[src/digit_pkg.sv]
package digit_pkg;

    // ------------------------------------------------------------------
    // drawing grid
    // ------------------------------------------------------------------
    localparam int grid_w     = 30;
    localparam int grid_h     = 30;
    localparam int num_pixels = grid_w * grid_h;
    localparam int pix_idx_w  = $clog2(num_pixels);   // raster index width.
    localparam int coord_w    = 5;

    // ------------------------------------------------------------------
    // classes and scores
    // ------------------------------------------------------------------
    localparam int num_classes = 10;
    localparam int class_w     = 4;
    localparam int score_w     = 16;           // worst case is 1800.
    localparam int prod_w      = 2 * score_w;  // cross product width.

    // ------------------------------------------------------------------
    // seven-segment strokes
    // ------------------------------------------------------------------
    localparam int num_segs = 7;
    localparam int seg_a    = 0;
    localparam int seg_b    = 1;
    localparam int seg_c    = 2;
    localparam int seg_d    = 3;
    localparam int seg_e    = 4;
    localparam int seg_f    = 5;
    localparam int seg_g    = 6;

    // bit n of a code is segment a + n, so the literals read gfedcba.
    localparam logic [num_segs-1:0] seg_codes [num_classes] = '{
        7'h3F,  // 0
        7'h06,  // 1
        7'h5B,  // 2
        7'h4F,  // 3
        7'h66,  // 4
        7'h6D,  // 5
        7'h7D,  // 6
        7'h07,  // 7
        7'h7F,  // 8
        7'h6F   // 9
    };

    // each bar is stroke_w pixels thick, starting at the given row or column.
    localparam int stroke_w  = 3;
    localparam int col_left  = 5;    // bars f and e.
    localparam int col_right = 22;   // bars b and c.
    localparam int row_top   = 2;    // bar a.
    localparam int row_mid   = 13;   // bar g.
    localparam int row_bot   = 25;   // bar d.

    typedef enum logic [1:0] {
        st_idle,
        st_scan,
        st_done
    } scan_state_t;

endpackage
[src/stroke_mask_rom.sv]
`timescale 1ns/100ps

module stroke_mask_rom (
    input  logic [digit_pkg::coord_w-1:0]     x,
    input  logic [digit_pkg::coord_w-1:0]     y,
    output logic [digit_pkg::num_classes-1:0] mask_bits
);

    import digit_pkg::*;

    int                  xi;
    int                  yi;
    logic                on_left;
    logic                on_right;
    logic                across;
    logic                upper;
    logic                lower;
    logic [num_segs-1:0] seg_hit;

    function automatic logic in_span(input int v, input int lo, input int hi);
        return (v >= lo) && (v <= hi);
    endfunction

    assign xi = int'(x);
    assign yi = int'(y);

    // column and row bands shared by several bars.
    assign on_left  = in_span(xi, col_left, col_left + stroke_w - 1);
    assign on_right = in_span(xi, col_right, col_right + stroke_w - 1);
    assign across   = in_span(xi, col_left, col_right + stroke_w - 1);
    assign upper    = in_span(yi, row_top, row_mid + stroke_w - 1);
    assign lower    = in_span(yi, row_mid, row_bot + stroke_w - 1);

    // ------------------------------------------------------------------
    // bar membership
    // ------------------------------------------------------------------
    always_comb begin
        seg_hit[seg_a] = across && in_span(yi, row_top, row_top + stroke_w - 1);
        seg_hit[seg_g] = across && in_span(yi, row_mid, row_mid + stroke_w - 1);
        seg_hit[seg_d] = across && in_span(yi, row_bot, row_bot + stroke_w - 1);
        seg_hit[seg_f] = on_left && upper;
        seg_hit[seg_b] = on_right && upper;
        seg_hit[seg_e] = on_left && lower;
        seg_hit[seg_c] = on_right && lower;
    end

    // a pixel is on a digit when any lit bar of that digit covers it.
    always_comb begin
        for (int d = 0; d < num_classes; d++) begin
            mask_bits[d] = |(seg_hit & seg_codes[d]);
        end
    end

endmodule

[config.mk]
export PLATFORM = sky130hd
export DESIGN_NAME = stroke_mask_rom
export DESIGN_NICKNAME = d
export VERILOG_FILES = /design/src/digit_pkg.sv /design/src/stroke_mask_rom.sv
export SDC_FILE = /design/constraint.sdc
export NUM_CORES = 1
export LEC_CHECK = 0
export ABC_AREA = 1
export CAP_MARGIN = 20
export CORE_AREA = 8 8 45 47
export DETAILED_ROUTE_END_ITERATION = 7
export DIE_AREA = 0 0 53 55
export DONT_BUFFER_PORTS = 1
export SYNTH_ARGS = -nofsm -noshare
export SYNTH_HDL_FRONTEND = slang
export SYNTH_SLANG_ARGS = --single-unit
[constraint.sdc]
create_clock -name vclk -period 1.04
set_input_delay 0.156 -clock vclk [all_inputs]
set_output_delay 0.156 -clock vclk [all_outputs]
set_load 0.01 [all_outputs]
Word-level counts from Yosys, hierarchy flattened
Cells that the tools add are included.
W data, S select, Z words.

storage, ports and cells
  register bits after elaboration = 0
  input port bits = 10
  word-level logic and storage cells = 35

cells by class
  magnitude comparators = 10
  reduce and logical (&&, ||, !) cells = 25

operators by type and width
  kind                  number
  $reduce_or A6 Y1      3
  $logic_and A1 B1 Y1   15
  $reduce_or A5 Y1      3
  $ge A5 B5 Y1 const B  2
  $le A5 B3 Y1 const B  2
  $le A5 B5 Y1 const B  2
  $reduce_or A7 Y1      1
  $ge A5 B2 Y1 const B  1
  $ge A5 B3 Y1 const B  1
  $ge A5 B4 Y1 const B  1
  $le A5 B4 Y1 const B  1
  $reduce_or A4 Y1      1
  $reduce_or A3 Y1      1
  $reduce_or A2 Y1      1

Logic depth before layout (Yosys ltp)
Gate-level depths: netlist of run 1.

  word-level depth = 4
  depth in mapped cells = 8

Worst setup path after synthesis of run 1
No wires, ideal clock.

  path kind = in2out
  start point = input x[1] in the netlist's numbering
  end point = output mask_bits[0] in the netlist's numbering
  arrival time = 0.809 ns
  data required time = 0.884 ns
  setup slack = 0.075 ns
  stages on the path = 6
  buffers on the path = 0
  cells stage by stage = o21ai_1 > nand2_2 > nand3_2 > nand2_2 > nor2_4 > nand2_1

on the way
  longest elaborated chain between the ends = 4
  elaborated cells between the ends (all ways) = 14
  classes of those cells = order compare (4); reduce/logical (10)

ends and longest elaborated chain
  element                                            RTL line               source
  start: declaration                                 stroke_mask_rom.sv:4   input logic [digit_pkg::coord_w-1:0] x,
  $ge A5 B3 Y1, or another cell as far along         stroke_mask_rom.sv:21  return (v >= lo) && (v <= hi);
  $logic_and A1 B1 Y1                                stroke_mask_rom.sv:21
  $logic_and A1 B1 Y1, or another cell as far along  stroke_mask_rom.sv:38  seg_hit[seg_a] = across && in_span(yi, row_top, row_top + stroke_w - 1);
  $reduce_or A6 Y1 *                                 stroke_mask_rom.sv:50  mask_bits[d] = |(seg_hit & seg_codes[d]);
  end: declaration                                   stroke_mask_rom.sv:6   output logic [digit_pkg::num_classes-1:0] mask_bits

Mark *: on every way between the ends. The rest lies on a longest branch, timed or not.

Worst setup path after layout of run 1
  start point = input y[0] in the netlist's numbering
  end point = output mask_bits[8] in the netlist's numbering

on the way
  longest elaborated chain between the ends = 4
  elaborated cells between the ends (all ways) = 19
  classes of those cells = order compare (6); reduce/logical (13)

ends and longest elaborated chain
  element                                            RTL line               source
  start: declaration                                 stroke_mask_rom.sv:5   input logic [digit_pkg::coord_w-1:0] y,
  $ge A5 B2 Y1, or another cell as far along         stroke_mask_rom.sv:21
  $logic_and A1 B1 Y1                                stroke_mask_rom.sv:21
  $logic_and A1 B1 Y1, or another cell as far along  stroke_mask_rom.sv:38
  $reduce_or A7 Y1 *                                 stroke_mask_rom.sv:50

Marked as above.

==> impl_metrics.csv, run 1 <==
group,metric,value,unit
worst_setup_path,cp-end-kind,"primary output",
floorplan,die_h,55,um
global_routing,grt_pass1_vias,358,
detailed_routing,vias_per_cell,4.31,
global_routing,grt-ovfl-total,0,
detailed_routing,routed_wl,893,um
worst_setup_path,start_kind,"primary input",
placement,gp_congestion,0.756,
final_layout,num-clock-buffers,0,
synth,syn_area,348,sq um
worst_setup_path,path_class,"primary input to primary output",
global_routing,grt_max_degree,7,
synth,ys_top_cells_by_area,"nand2_1, nor2_1, nand3_2",
synth,syn_inst,70,
synth,synth.avg_cell_area,4.97,sq um
run,maxCapViolations,0,
sta,maxSlewViolCount,0,
placement,numPortBuffers,0,
status,status,"finished clean",
detailed_routing,wl_per_cell,10.0,um
floorplan,dieArea,2920,sq um
detailed_routing,drt_iter0_drc,6,
cts,cts_setup_buffers,0,
final_layout,regArea,0,sq um
hold_path,hold_path.class,"primary input to primary output",
synth,yosys.area.top_type,"nand2_1",
pwr,irDropWorstVdd,0.000101,V
sta,hold_viol,0,
pwr,p_leak,0.250,nW
sta,setup_violations,0,
detailed_routing,dr_total_vias,384,
floorplan,core.rowCount,14,
sta,min_period,1000,ps
final_layout,fin_util,0.311,
sta,fin_setup_tns,0,ps
final_layout,drive_gt1_frac,0.438,
synth,synth-seq-area-share,0,
synth,synth_cell_type_count,14,
synth,synth_top_area_frac,0.313,
floorplan,die_w,53,um
detailed_routing,drtAntennaViolNets,0,
global_routing,grt_usage,0.0589,
detailed_routing,drc,0,
cts,cts_hold_buf,0,
synth,syn_nets,80,
floorplan,core-area,1380,sq um
global_routing,antenna_found_initial,0,
floorplan,start_util,0.251,
pwr,powerDensity,422,nW/um^2
synth,synth_warnings,0,
sta,max_freq,999,MHz
detailed_routing,dr.pass1.iters,4,
worst_setup_path,critical_path_arrival,840,ps
sta,timing.final.crit_share,0.962,
sta,rsz0062_at_grt,"yes",
worst_setup_path,crit_fanout,4,
final_layout,design.seq.count,0,
sta,worstMarginPinSlew,157,ps
sta,finalWorstSetupSlack,39.0,ps
placement,place_ws,-10.0,ps
final_layout,fin_nets,85,
worst_setup_path,required,880,ps
global_routing,grt_pass1_wl,1430,um
final_layout,area_growth,23.7,%
final_layout,diodes,0,
placement,hpwl,796,um
sta,slew_headroom,0.895,
floorplan,io_pins,20,
## critical path, cell delays in order
cell and delay (ps):
nor2_4 130, nor2_1 50, nand2_1 60, nand2_2 60
nand2_2 90, nand2_2 70, nor2_4 110, nand2_1 120
## layout make-up
| type | count | area [sq um] |
|---|---|---|
| fill | 169 | 953 |
| inverter | 12 | 45.0 |
| multi-input combinational | 58 | 343 |
| tap | 16 | 20.0 |
| timing repair buffer | 3 | 22.5 |
## metrics by stage
step / instances / cell area, sq um / hold WS [ps] / total power, W
2_1_floorplan: 70 / 348 / 477 / 0.000139
3_3_place_gp: 89 / 390 / 567 / 0.000168
3_5_place_dp: 89 / 390 / 572 / 0.000170
4_1_cts: 89 / 394 / 572 / 0.000171
5_1_grt: 89 / 430 / 577 / 0.000205
6_report: 89 / 430 / 555 / 0.000182
## kinds of logic (layout without fill, tap and decap cells)
family                 after synthesis  in the layout  share of synthesized area
AO/OA/AOI/OAI                        4              4                      0.108
AND/OR/NAND/NOR                     54             54                      0.763
buffers and inverters               12             15                      0.130
## synth_stat cells
master and n:
nand2_1 29, nor2_4 2, nand3_2 4, o21ai_1 1, inv_1 10, a21oi_1 1
nand3_1 1, inv_2 2, nand2_2 4, a21oi_2 1, nor2_1 11, nor2_2 2
o21bai_4 1, nor3_2 1
## layer usage
layer  track usage  share of wire  vias up
met5             0              0        -
met4             0              0        0
met3       0.00802          0.058        0
met2         0.123           0.55       10
met1        0.0633           0.39      160
li1              -              -      214
## final timing paths
path / from / endpoint / slack (ps) / cells after the start
worst min-delay path: x[0] / mask_bits[5] / 550 / 3
worst max-delay path: y[0] / mask_bits[8] / 40 / 8
## cell usage in the layout, fill, tap and decap left out, drive strengths merged
| cell | n |
|---|---|
| a21oi | 2 |
| inv | 12 |
| buf | 3 |
| nand3 | 5 |
| nand2 | 33 |
| o21ai | 1 |
| nor2 | 15 |
| nor3 | 1 |
| o21bai | 1 |
## report_power, final
group | internal, W | switching (W) | total [W] | leakage [nW]
logic | 0.0000643 | 0.000117 | 0.000182 | 0.250
clock network | 0 | 0 | 0 | 0
registers | 0 | 0 | 0 | 0
## what timing repair did
item                                    in CTS  in global routing
endpoints found under the setup margin       4                  9
pin swaps                                    0                  7
resized for setup                            1                 13
cloned                                       0                  0
Power figures use the tool's default switching activity.
==> run 2: changes to the inputs <==
CORE_AREA = default   (was 8 8 45 47)
CORE_MARGIN = 8   (was default)
CORE_UTILIZATION = 25   (was default)
DIE_AREA = default   (was 0 0 53 55)
RECOVER_POWER = 100   (was default)
==> run 2 against run 1 <==
Effect of this change:
- hold slack improved by 18 ps
- non-clock buffer count rose by 2
- sequential share of layout area did not move
- global-route usage down 0.22 points
- flip-flop and latch count is the same
- critical path depth did not move
- largest cell class unchanged
- first-iteration DRC count unchanged
- via count rose by 2.1%
- critical endpoint is now mask_bits[3]
- cell count up 1.1%
==> impl_metrics.csv, run 2 (synthesized netlist as in run 1, its figures left out) <==
group,metric,value,unit
pwr,p_clk_frac,0,
hold_path,hold_path.class,"primary input to primary output",
final_layout,layout_common_cells,"nand2_1, nand2_2, inv_1, nor2_1, buf_4",
worst_setup_path,required,880,ps
final_layout,design.seq.count,0,
detailed_routing,drt_iter0_drc,6,
sta,hold_viol,0,
placement,placed_cell_area,397,sq um
global_routing,grt_pass1_wl,1370,um
status,status,"finished clean",
pwr,p_switching,0.000121,W
final_layout,area_growth,25.9,%
placement,numPortBuffers,0,
detailed_routing,wl_per_cell,9.43,um
worst_setup_path,slowest_stage,"nor2_4",
final_layout,final_cell_area,438,sq um
pwr,p_int,0.0000692,W
pwr,powerDensity,435,nW/um^2
worst_setup_path,cp_cell_sequence,"nor2_4 > nor2_1 > nand2_1 > nand2_2 > nand2_2 > nand2_2 > nor2_4 > nand2_2",
sta,fin_setup_tns,0,ps
worst_setup_path,critPathMaxStageDelay,170,ps
pwr,switching_share,0.637,
pwr,p_seq_frac,0,
sta,slew_headroom,0.890,
placement,hpwl,785,um
sta,timing.final.crit_share,0.992,
placement,gp_congestion,0.773,
worst_setup_path,start_kind,"primary input",
pwr,finalPower,0.000190,W
global_routing,grt_max_degree,7,
detailed_routing,routed_wl,849,um
final_layout,final_common_cell,"nand2_1",
global_routing,grt-ovfl-total,0,
worst_setup_path,path_class,"primary input to primary output",
worst_setup_path,cp_top_family,"simple AND/OR/NAND/NOR gates",
pwr,power_frac_comb,1.000,
sta,rsz0062_at_grt,"yes",
floorplan,dieArea,2840,sq um
worst_setup_path,cp_common_cell,"nand2_2",
sta,worstMarginPinSlew,165,ps
detailed_routing,drc,0,
floorplan,io_pins,20,
detailed_routing,dr.pass1.iters,3,
floorplan,start_util,0.267,
global_routing,grt_pass1_vias,351,
final_layout,diodes,0,
final_layout,fin_cells,90,
final_layout,regArea,0,sq um
final_layout,fin_nets,87,
run,maxCapViolations,0,
pwr,p_leak,0.259,nW
sta,setup_violations,0,
floorplan,die_w,53.3,um
worst_setup_path,path_buf_inv,0,
cts,cts_hold_buf,0,
final_layout,fillers,160,
pwr,irDropWorstVdd,0.000132,V
placement,dp.cells,89,
floorplan,core.rowCount,13,
detailed_routing,drtAntennaViolNets,0,
sta,max_freq,969,MHz
final_layout,drive_gt1_frac,0.467,
worst_setup_path,crit_fanout,4,
final_layout,num-clock-buffers,0,
floorplan,core-area,1300,sq um
detailed_routing,vias_per_cell,4.36,
detailed_routing,dr_total_vias,392,
sta,min_period,1030,ps
floorplan,die_h,53.3,um
sta,maxSlewViolCount,0,
sta,finalWorstSetupSlack,8.30,ps
worst_setup_path,critical_path_arrival,880,ps
placement,place_ws,-31.8,ps
global_routing,antenna_found_initial,0,
worst_setup_path,cp-end-kind,"primary output",
global_routing,grt_usage,0.0567,
[run 2: cell types whose count changed in the layout (fill, tap and decap cells not counted), sizes merged]
cell  delta
buf      +2
[run 2: final cells by class]
class / count / area, sq um / area share
multi-input combinational: 58 / 337 / 0.769
inverter: 12 / 45.0 / 0.103
timing repair buffer: 5 / 37.5 / 0.0857
tap: 15 / 18.8 / 0.0429
[run 2: worst paths after layout]
kind / start / to / slack [ps] / depth (start not counted)
worst min-delay path: x[0] / mask_bits[5] / 570 / 3
worst max-delay path: y[1] / mask_bits[3] / 8 / 8
[run 2: tightest hold or removal path, stage by stage]
cell and delay, ps:
o21bai_4 60, nand3_2 90, nand2_1 110
[run 2: repair_timing]
item                                    in CTS  in global routing
pin swaps                                    0                  9
hold endpoints to repair                     0                  0
endpoints found under the setup margin       4                  9
setup buffers                                0                  1
resized for setup                            1                 12
[run 2: power groups by stage]
stage | combinational [W] | sequential [W] | clock (W)
6_report | 0.000190 | 0 | 0
5_1_grt | 0.000214 | 0 | 0
4_1_cts | 0.000174 | 0 | 0
3_5_place_dp | 0.000173 | 0 | 0
3_3_place_gp | 0.000173 | 0 | 0
2_1_floorplan | 0.000139 | 0 | 0
[run 2: metrics by stage]
stage	hold slack, ps	utilization
floorplan	477	-
global placement	569	0.305
detailed placement	574	0.305
CTS	573	0.308
global route	594	0.337
finish	573	0.337
[run 2: metal layers]
layer,track usage,vias up,share of wire
met4,0,0,0
met2,0.119,10,0.52
met3,0.0112,0,0.084
met1,0.0575,161,0.39
li1,-,221,-
met5,0,-,0
