==> config.mk <==
export PLATFORM = sky130hd
export DESIGN_NAME = pixel_scanner
export DESIGN_NICKNAME = d
export VERILOG_FILES = /design/src/digit_pkg.sv /design/src/pixel_scanner.sv
export SDC_FILE = /design/constraint.sdc
export NUM_CORES = 1
export LEC_CHECK = 0
export BUFFER_PORTS_ARGS = -buffer_cell sky130_fd_sc_hd__buf_2
export CAP_MARGIN = 20
export CORE_MARGIN = 10
export CORE_UTILIZATION = 25
export DETAILED_ROUTE_END_ITERATION = 12
export HOLD_SLACK_MARGIN = 0.15
export PLACE_DENSITY_LB_ADDON = 0.05
export SLEW_MARGIN = 10
export SYNTH_ARGS = -nofsm -noshare
export SYNTH_HDL_FRONTEND = slang
export SYNTH_SLANG_ARGS = --single-unit
==> constraint.sdc <==
create_clock -name i_clk -period 1.9 [get_ports i_clk]
set_clock_uncertainty 0.15 [all_clocks]
set_input_delay 0.095 -clock i_clk [delete_from_list [all_inputs] [get_ports i_clk]]
set_output_delay 0.095 -clock i_clk [all_outputs]
set_load 0.1 [all_outputs]
==> src/digit_pkg.sv <==
package digit_pkg;

    // ------------------------------------------------------------------
    // drawing grid
    // ------------------------------------------------------------------
    localparam int grid_w     = 30;
    localparam int grid_h     = 30;
    localparam int num_pixels = grid_w * grid_h;
    localparam int pix_idx_w  = $clog2(num_pixels);   // raster index width.
    localparam int coord_w    = 5;

    // ------------------------------------------------------------------
    // classes and scores
    // ------------------------------------------------------------------
    localparam int num_classes = 10;
    localparam int class_w     = 4;
    localparam int score_w     = 16;           // worst case is 1800.
    localparam int prod_w      = 2 * score_w;  // cross product width.

    // ------------------------------------------------------------------
    // seven-segment strokes
    // ------------------------------------------------------------------
    localparam int num_segs = 7;
    localparam int seg_a    = 0;
    localparam int seg_b    = 1;
    localparam int seg_c    = 2;
    localparam int seg_d    = 3;
    localparam int seg_e    = 4;
    localparam int seg_f    = 5;
    localparam int seg_g    = 6;

    // bit n of a code is segment a + n, so the literals read gfedcba.
    localparam logic [num_segs-1:0] seg_codes [num_classes] = '{
        7'h3F,  // 0
        7'h06,  // 1
        7'h5B,  // 2
        7'h4F,  // 3
        7'h66,  // 4
        7'h6D,  // 5
        7'h7D,  // 6
        7'h07,  // 7
        7'h7F,  // 8
        7'h6F   // 9
    };

    // each bar is stroke_w pixels thick, starting at the given row or column.
    localparam int stroke_w  = 3;
    localparam int col_left  = 5;    // bars f and e.
    localparam int col_right = 22;   // bars b and c.
    localparam int row_top   = 2;    // bar a.
    localparam int row_mid   = 13;   // bar g.
    localparam int row_bot   = 25;   // bar d.

    typedef enum logic [1:0] {
        st_idle,
        st_scan,
        st_done
    } scan_state_t;

endpackage
==> src/pixel_scanner.sv <==
`timescale 1ns/100ps

module pixel_scanner (
    input  logic                          i_clk,
    input  logic                          i_rst_n,
    input  logic                          start,
    output logic [digit_pkg::coord_w-1:0] x,
    output logic [digit_pkg::coord_w-1:0] y,
    output logic                          pixel_valid,
    output logic                          scan_done,
    output logic                          busy
);

    import digit_pkg::*;

    scan_state_t state;
    logic        last_col;
    logic        last_pix;

    assign last_col = (x == coord_w'(grid_w - 1));
    assign last_pix = last_col && (y == coord_w'(grid_h - 1));

    // ------------------------------------------------------------------
    // state machine and raster counters
    // ------------------------------------------------------------------
    always_ff @(posedge i_clk or negedge i_rst_n) begin
        if (!i_rst_n) begin
            state <= st_idle;
            x     <= '0;
            y     <= '0;
        end else begin
            case (state)
                st_idle: begin
                    if (start) begin   // a press while busy never gets here.
                        state <= st_scan;
                        x     <= '0;
                        y     <= '0;
                    end
                end
                st_scan: begin
                    if (last_col) begin
                        x <= '0;
                        y <= last_pix ? '0 : y + 1'b1;
                    end else begin
                        x <= x + 1'b1;
                    end
                    if (last_pix) begin
                        state <= st_done;
                    end
                end
                st_done: begin
                    state <= st_idle;   // done lasts one cycle.
                end
                default: begin
                    state <= st_idle;
                end
            endcase
        end
    end

    assign pixel_valid = (state == st_scan);
    assign scan_done   = (state == st_done);
    assign busy        = (state != st_idle);

endmodule

# Word-level counts from Yosys, hierarchy flattened
# Cells that the tools add are included.
# word_totals
reg_bits	12
# op_classes
add_sub_neg	2
reduce_logical	7
n_eq_ne	7
mux	9
# op_table
op	n
2-to-1 mux 5 bit	4
one-hot mux 5 bit (2 select lines)	2
adder 5 x 1 -> 5 bit, second input constant	2
equality test 5 bit, second input constant	2
2-to-1 mux 2 bit	2
!= test 2 x 1 -> 1 bit, second input constant	2
one-hot mux 2 bit (2 select lines)	1
AND reduction 2 bit	2
nonzero test 2 bit	2
AND reduction 3 bit	1
equality test 2 x 1 -> 1 bit, second input constant	1
equality test 2 bit, second input constant	1
logical NOT 2 bit	1
!= test 2 bit, second input constant	1
logical AND 1 bit	1

# Logic depth before layout (Yosys ltp)
# Gate-level depths: netlist of the first run.
# logic_depth
word_depth	5
mapped_depth	5

# Worst setup path before layout of the first run
# No wires, ideal clock.
# synth_path
path_type	register to register
start	register x[0] in the netlist's numbering
end	register y[0] in the netlist's numbering
required_time_ns	1.622
path_stages_with_launch	5
path_buffers	0
setup_time_ns	0.128
synth_period_minus_slack_ns	2.281
setup_slack_ns	-0.381
arrival_time_ns	2.002
cell_sequence	dfrtp_1 ha_1 nand4_2 a21oi_2 mux2_1
# synth_via
elab_chain_cells	5
elab_cells_between_ends	7
# synth_rtl
element	line_no	rtl
start: declaration	pixel_scanner.sv:7	output logic [digit_pkg::coord_w-1:0] x,
start signal: assignment	pixel_scanner.sv:45	x <= x + 1'b1;
equality test 5 bit *	pixel_scanner.sv:20	assign last_col = (x == coord_w'(grid_w - 1));
logical AND 1 bit	pixel_scanner.sv:21	assign last_pix = last_col && (y == coord_w'(grid_h - 1));
2-to-1 mux 5 bit	pixel_scanner.sv:43	y <= last_pix ? '0 : y + 1'b1;
2-to-1 mux 5 bit	pixel_scanner.sv:41	if (last_col) begin
one-hot mux 5 bit (2 select lines)	pixel_scanner.sv:32	case (state)
end signal: assignment	pixel_scanner.sv:43	
end: declaration	pixel_scanner.sv:8	output logic [digit_pkg::coord_w-1:0] y,
# Every way passes the cells marked *; elsewhere a longest branch is shown, timed or not. The select of a mux whose other input is x is not followed.
# A chain may end at the register's enable or synchronous reset.

# Worst setup path after layout of the first run
# layout_path
start	register x[1] in the netlist's numbering
end	register y[0] in the netlist's numbering
# The elaborated chain is that of the path after synthesis.

==> results.md, run 1 <==
| Stage | Quantity | This run |
| --- | --- | --- |
| critical path | Top fanout value on the critical path | 6 |
| power and ir drop | Maximum VDD drop | 169 µV |
| clocking | Count of clock tree sinks | 12 |
| floorplan | Standard-cell row count | 18 |
| min path | Path category of the worst min-delay check | flip-flop to flip-flop |
| critical path | Setup crit start kind | flip-flop |
| layout | Non-filler cells, final | 117 |
| power and ir drop | PD cells | 497 mW/mm² |
| yosys | Mapped Nets | 72 |
| drt | Average via count per standard cell | 4.76 |
| critical path | Family with the most delay on the worst path | flip-flops |
| layout | Layout cell share with drive strength beyond 1 | 0.391 |
| global route | Total global routing overflow | 0 |
| timing | Worst hold slack | 0.404 ns |
| drt | Total DRC errors in the routed layout | 0 |
| clocking | H-tree Lvls | 1 |
| floorplan | Horizontal die dimension | 71.7 µm |
| clocking | Clock insertion delay at the later pin of the skew report | 0.27 ns |
| critical path | Buffers and inverters on the worst path | 1 |
| timing | Post-route minimum period | 1.72 ns |
| critical path | Slowest cell on crit path | sky130_fd_sc_hd__dfrtp_2 |
| clocking | Number of buffers on the longest clock path | 2 |
| place | HPWL after DPL | 1300 µm |
| global route | GRT Util Overall | 0.0703 |
| job | Max-cap violation count | 0 |
| yosys | Instance count of the mapped netlist | 65 |
| critical path | WP data required | 1.90 ns |
| place | Placer Congestion | 0.729 |
| floorplan | Die Height | 71.7 µm |
| yosys | Total standard cell area after synthesis | 669 µm² |
| floorplan | Initial Util | 0.265 |
| critical path | Cell breakdown of the critical path | inv_1 > ha_1 > nand4_2 > a21oi_2 > mux2_1 |
| global route | Pin count of the biggest net entering global routing | 13 |
| yosys | Part of the Yosys area used for sequential elements | 0.449 |
| drt | Detailed-routing iteration count for the pre-antenna-repair pass | 4 |
| layout | N_diodes | 0 |
| timing | Total of endpoints with negative setup slack in the final report | 0 |
| timing | Worst-Margin Slew | 0.563 ns |
| drt | WL/cell | 14.2 µm |
| timing | Hold Vio Cnt, Final | 0 |
| floorplan | I/O pin total | 16 |
| place | Placed cell areas | 815 µm² |
| global route | First-pass GRT wire length | 2970 µm |
| timing | Relative slew slack | 0.624 |
| timing | Number of max-slew violations in the final report | 0 |
| clocking | Clock-pin transition on the worst setup and hold timing paths | 0.08 ns |
| drt | Number of violations reported at the end of detailed-routing iteration 0 | 15 |
| layout | Nets | 95 |
| place | I/O Buffers | 15 |
| critical path | CP peak stage delay | 0.43 ns |
| critical path | Startpoint-to-endpoint class of the critical path | flip-flop to flip-flop |
| yosys | Number of synthesis warnings | 0 |
| clocking | Num CTS Buffers | 3 |
| place | Number of placed cells counting well taps | 110 |
| yosys | Netlist cell types | 27 |
| drt | Final wirelength | 1660 µm |
| drt | Total number of vias | 557 |
| critical path | Crit end category | flip-flop |
| timing | Ratio of final minimum period to clock period | 0.906 |
| layout | Summed area of non-filler cells in the final layout | 871 µm² |
| yosys | Number of storage elements in the synthesis netlist | 12 |
| timing | Unrepaired setup endpoints after global routing | no |
| power and ir drop | Power Total | 0.433 mW |
| floorplan | Die area | 0.00515 mm² |
| yosys | Synth Area per Inst | 10.3 µm² |
| drt | Antenna-violating nets left | 0 |
| floorplan | Floorplan Core Area | 0.00252 mm² |
| global route | Number of antenna violations at the first check in global routing | 0 |
| status | Result of the run | completed |
| clocking | Clock root buffer | sky130_fd_sc_hd__clkbuf_4 |
| clocking | Post-cts resize count | 0 |
| timing | Timing-limited maximum frequency | 0.581 GHz |
| layout | Layout Area Growth over Synthesis | 30.1% |
| critical path | Crit path arrival time | 1.72 ns |
| power and ir drop | Leak pwr | 0.373 nW |
| clocking | TritonCTS clock tree | yes |
| global route | Via count of the first global-routing pass | 615 |
cell families after synthesis:
family,synth area share
flops,0.449
compound gates,0.153
fa+ha+maj,0.0748
simple gates,0.219
buf+inv,0.0449
mux,0.0336
xor+xnor,0.0262
routing by layer:
layer	routed length, µm	track usage	vias up
met4	12	0.0323	0
met3	108	0.0275	2
met1	832	0.0830	262
li1	-	-	283
met2	711	0.109	10
met5	0	0	-
power by group:
group / switching, mW / total, mW / internal, mW / leakage, nW
combinational: 0.00663 / 0.0123 / 0.00563 / 0.224
sequential: 0 / 0.255 / 0.255 / 0.134
clock: 0.0845 / 0.166 / 0.0812 / 0.0150
cell usage in the layout, fill, tap and decap left out, drive strengths merged:
cell	n
nor4	3
dlygate4sd3	3
a31oi	1
ha	4
nand4	1
xor2	2
buf	16
nand3	4
a21oi	2
nand2b	1
or2	1
o221ai	1
dfrtp	12
and2	2
nor3	3
o22ai	1
nor2	1
nor2b	2
clkinvlp	1
o21ai	4
or3	1
a221o	3
o21ba	1
nand2	4
inv	4
o21bai	1
clkbuf	4
and4	2
mux2	2
cells in the mapped netlist:
cell / n / area share
sky130_fd_sc_hd__inv_1: 5 / 0.028
sky130_fd_sc_hd__or2_1: 1 / 0.0094
sky130_fd_sc_hd__o21ai_1: 4 / 0.030
sky130_fd_sc_hd__o21ba_2: 1 / 0.015
sky130_fd_sc_hd__nand4_2: 1 / 0.019
sky130_fd_sc_hd__and4_1: 2 / 0.026
sky130_fd_sc_hd__o221ai_1: 1 / 0.013
sky130_fd_sc_hd__buf_6: 1 / 0.017
sky130_fd_sc_hd__nand3_1: 4 / 0.030
sky130_fd_sc_hd__a21oi_2: 1 / 0.013
sky130_fd_sc_hd__o22ai_1: 1 / 0.0094
sky130_fd_sc_hd__mux2_1: 2 / 0.034
sky130_fd_sc_hd__a21oi_1: 1 / 0.0075
sky130_fd_sc_hd__a221o_1: 3 / 0.045
sky130_fd_sc_hd__nor3_1: 3 / 0.022
sky130_fd_sc_hd__nor4_1: 3 / 0.028
sky130_fd_sc_hd__o21bai_1: 1 / 0.011
sky130_fd_sc_hd__xor2_1: 2 / 0.026
sky130_fd_sc_hd__nand2_1: 4 / 0.022
sky130_fd_sc_hd__nand2b_1: 1 / 0.0094
sky130_fd_sc_hd__or3_1: 1 / 0.0094
sky130_fd_sc_hd__nor2_1: 1 / 0.0056
sky130_fd_sc_hd__ha_1: 4 / 0.075
sky130_fd_sc_hd__dfrtp_1: 12 / 0.45
sky130_fd_sc_hd__nor2b_1: 2 / 0.019
sky130_fd_sc_hd__and2_1: 2 / 0.019
sky130_fd_sc_hd__a31oi_1: 1 / 0.0094
per-stage QoR:
stage                     TNS [ns]  setup slack [ns]  utilization
after floorplan            -0.0386           -0.0193            -
after CTS                        0             0.147        0.345
after detailed placement         0             0.178        0.323
after global routing             0            0.0909        0.345
final                            0             0.179        0.345
after global placement           0             0.221        0.323
registers in the layout (all words and copies together) (netlist names):
signal / flops
state: 2
x: 5
y: 5
what timing repair did:
item | 4_1_cts | 5_1_grt
hold buffers | 3 | 0
setup endpoints to repair | 0 | 0
endpoints found under the hold margin | 18 | 0
setup buffers | 0 | 0
final timing paths:
check	slack [ns]	depth (start not counted)	endpoint	start
max	0.18	5	y[0]	x[1]
min	0.40	1	x[0]	x[0]
max reg2reg	0.18	5	y[0]	x[1]
min reg2reg	0.40	1	x[0]	x[0]
max in group asynchronous	0.47	3	x[0]	i_rst_n
min in group asynchronous	0.71	3	x[0]	i_rst_n
layout make-up:
class,count,area (µm²)
multi-input cells,47,342
fillers,277,1650
well taps,30,37.5
clock buffers,4,26.3
flip-flops and latches,12,315
repair buffers,19,128
inverters,5,22.5
No activity file was read; power rests on OpenSTA's default activity.
==> run 2: changes to the inputs <==
SETUP_SLACK_MARGIN = 0.5   (was not set)
==> run 2 against run 1 <==
Register-to-register slack improved by 0.12 ns; routed wire length up 12%; critical path depth unchanged; hold slack worse by 0.21 ns; count of clock-buffer cells in the layout unchanged; power rose by 8.2%; core utilization rose by 11 points; non-clock buffer count rose by 9; global-route usage up 0.20 points; largest cell class unchanged; highest routed layer unchanged.
==> results.md, run 2 (same netlist as run 1, synthesis figures left out) <==
| Stage | Quantity | This run |
| --- | --- | --- |
| status | Result of the run | completed |
| critical path | Depth of the worst register-to-register path | 5 |
| layout | Most frequent standard cell in the layout excluding fill and tap cells | sky130_fd_sc_hd__buf_4 |
| floorplan | Die area | 0.00515 mm² |
| timing | Ratio of final minimum period to clock period | 0.844 |
| min path | Path category of the worst min-delay check | primary input to flip-flop |
| drt | Total number of vias | 606 |
| critical path | Family with the most delay on the worst path | flip-flops |
| critical path | Startpoint-to-endpoint class of the critical path | flip-flop to flip-flop |
| global route | Pin count of the biggest net entering global routing | 13 |
| floorplan | Initial Util | 0.265 |
| drt | Detailed-routing iteration count for the pre-antenna-repair pass | 4 |
| clocking | Clock-pin transition on the worst setup and hold timing paths | 0.08 ns |
| global route | Number of antenna violations at the first check in global routing | 0 |
| floorplan | Die Height | 71.7 µm |
| critical path | Setup crit start kind | flip-flop |
| timing | Total of endpoints with negative setup slack in the final report | 0 |
| power and ir drop | PD cells | 408 mW/mm² |
| place | Number of placed cells counting well taps | 111 |
| power and ir drop | Leak pwr | 0.473 nW |
| critical path | Slowest cell on crit path | sky130_fd_sc_hd__dfrtp_4 |
| critical path | Worst R2R Start | x[1] |
| timing | Relative slew slack | 0.777 |
| clocking | TritonCTS clock tree | yes |
| drt | Number of violations reported at the end of detailed-routing iteration 0 | 20 |
| floorplan | Standard-cell row count | 18 |
| critical path | Crit path arrival time | 1.61 ns |
| clocking | H-tree Lvls | 1 |
| critical path | Cell breakdown of the critical path | inv_4 > ha_4 > nand4_4 > a21oi_4 > mux2_4 |
| timing | Number of max-slew violations in the final report | 0 |
| clocking | Number of buffers on the longest clock path | 2 |
| critical path | Buffers and inverters on the worst path | 1 |
| floorplan | Floorplan Core Area | 0.00252 mm² |
| job | Max-cap violation count | 0 |
| global route | First-pass GRT wire length | 2970 µm |
| critical path | CP peak stage delay | 0.50 ns |
| critical path | Last element of the critical path | y[0] |
| drt | Antenna-violating nets left | 0 |
| layout | Share of the core filled with cells | 0.455 |
| layout | Non-filler cells, final | 126 |
| place | I/O Buffers | 15 |
| critical path | Count of cell instances traversed by the critical path | 5 |
| drt | Final wirelength | 1860 µm |
| power and ir drop | Maximum VDD drop | 438 µV |
| critical path | Reg2Reg Capture Point | y[0] |
| floorplan | Horizontal die dimension | 71.7 µm |
| timing | Unrepaired setup endpoints after global routing | yes |
| global route | Via count of the first global-routing pass | 615 |
| clocking | Num CTS Buffers | 3 |
| layout | Nets | 104 |
| layout | Top library cells by usage in the layout, fill and taps aside | sky130_fd_sc_hd__buf_4, sky130_fd_sc_hd__clkbuf_4, sky130_fd_sc_hd__dfrtp_2 |
| layout | Biggest registers after layout | x: 5 flops, y: 5 flops, state: 2 flops |
| global route | GRT Util Overall | 0.0723 |
| timing | Post-route minimum period | 1.60 ns |
| timing | Setup ws final | 0.296 ns |
| layout | Layout cell share with drive strength beyond 1 | 0.615 |
| critical path | Top fanout value on the critical path | 4 |
| layout | Layout Area Growth over Synthesis | 71.6% |
| clocking | Count of clock tree sinks | 12 |
| place | Worst-case setup slack after placement | 0.194 ns |
| critical path | Crit end category | flip-flop |
| drt | Total DRC errors in the routed layout | 0 |
| layout | Summed area of non-filler cells in the final layout | 0.00115 mm² |
| clocking | Clock root buffer | sky130_fd_sc_hd__clkbuf_4 |
| timing | Timing-limited maximum frequency | 0.624 GHz |
| clocking | Clock insertion delay at the later pin of the skew report | 0.27 ns |
| drt | WL/cell | 14.7 µm |
| critical path | WP data required | 1.91 ns |
| timing | Worst-Margin Slew | 0.334 ns |
| global route | Total global routing overflow | 0 |
| layout | N_diodes | 0 |
| floorplan | I/O pin total | 16 |
| place | Placer Congestion | 0.703 |
| critical path | Launching instance or port of the critical path | x[1] |
| place | Placed cell areas | 868 µm² |
| drt | Average via count per standard cell | 4.81 |
| critical path | Internal reg-to-reg setup slack | 0.30 ns |
| timing | Hold Vio Cnt, Final | 0 |
| place | HPWL after DPL | 1330 µm |
==> run 2: metrics by stage <==
| step | hold slack (ns) | total power [mW] | TNS [ns] |
|---|---|---|---|
| floorplan | -0.351 | 0.261 | -0.0359 |
| global placement | -0.156 | 0.269 | 0 |
| detailed placement | -0.154 | 0.269 | 0 |
| CTS | 0.184 | 0.478 | 0 |
| global route | 0.208 | 0.495 | 0 |
| finish | 0.191 | 0.469 | 0 |
==> run 2: area by class of cell <==
cell class	count	area, µm²
clock buffers	4	36.3
flip-flops and latches	12	324
inverters	5	25.0
well taps	30	37.5
repair buffers	28	265
multi-input cells	47	460
fillers	241	1370
==> run 2: power breakdown <==
part	internal [mW]	leakage (nW)	switching [mW]	total [mW]
clock network	0.116	0.0210	0.0850	0.201
registers	0.255	0.135	0	0.255
logic	0.00565	0.317	0.00672	0.0124
==> run 2: timing repair <==
action,CTS,global route
resized for setup,20,19
hold buffers,3,0
endpoints found under the hold margin,15,0
buffers inserted,6,2
cloned,0,0
setup endpoints to repair,20,20
pin swaps,4,4
==> run 2: worst min-delay path by stage <==
stage               depth (start not counted)  slack, ns  startpoint        to
floorplan                                   0      -0.35     i_rst_n  state[0]
global route                                5       0.21       start      x[0]
detailed placement                          1      -0.15     i_rst_n      x[0]
global placement                            1      -0.16     i_rst_n      x[1]
finish                                      5       0.19       start      x[4]
CTS                                         5       0.18       start      x[0]
==> run 2: worst register-to-register path: stages (launching register included) <==
cell	delay (ns)
sky130_fd_sc_hd__dfrtp_4	0.50
sky130_fd_sc_hd__inv_4	0.07
sky130_fd_sc_hd__ha_4	0.14
sky130_fd_sc_hd__nand4_4	0.13
sky130_fd_sc_hd__a21oi_4	0.19
sky130_fd_sc_hd__mux2_4	0.31
==> run 2: layer usage <==
layer  track usage  routed length, µm  up-vias
li1              -                  -      308
met5             0                  0        -
met4        0.0194                 12        0
met1        0.0886                873      288
met3        0.0331                 72        2
met2         0.111                899        8
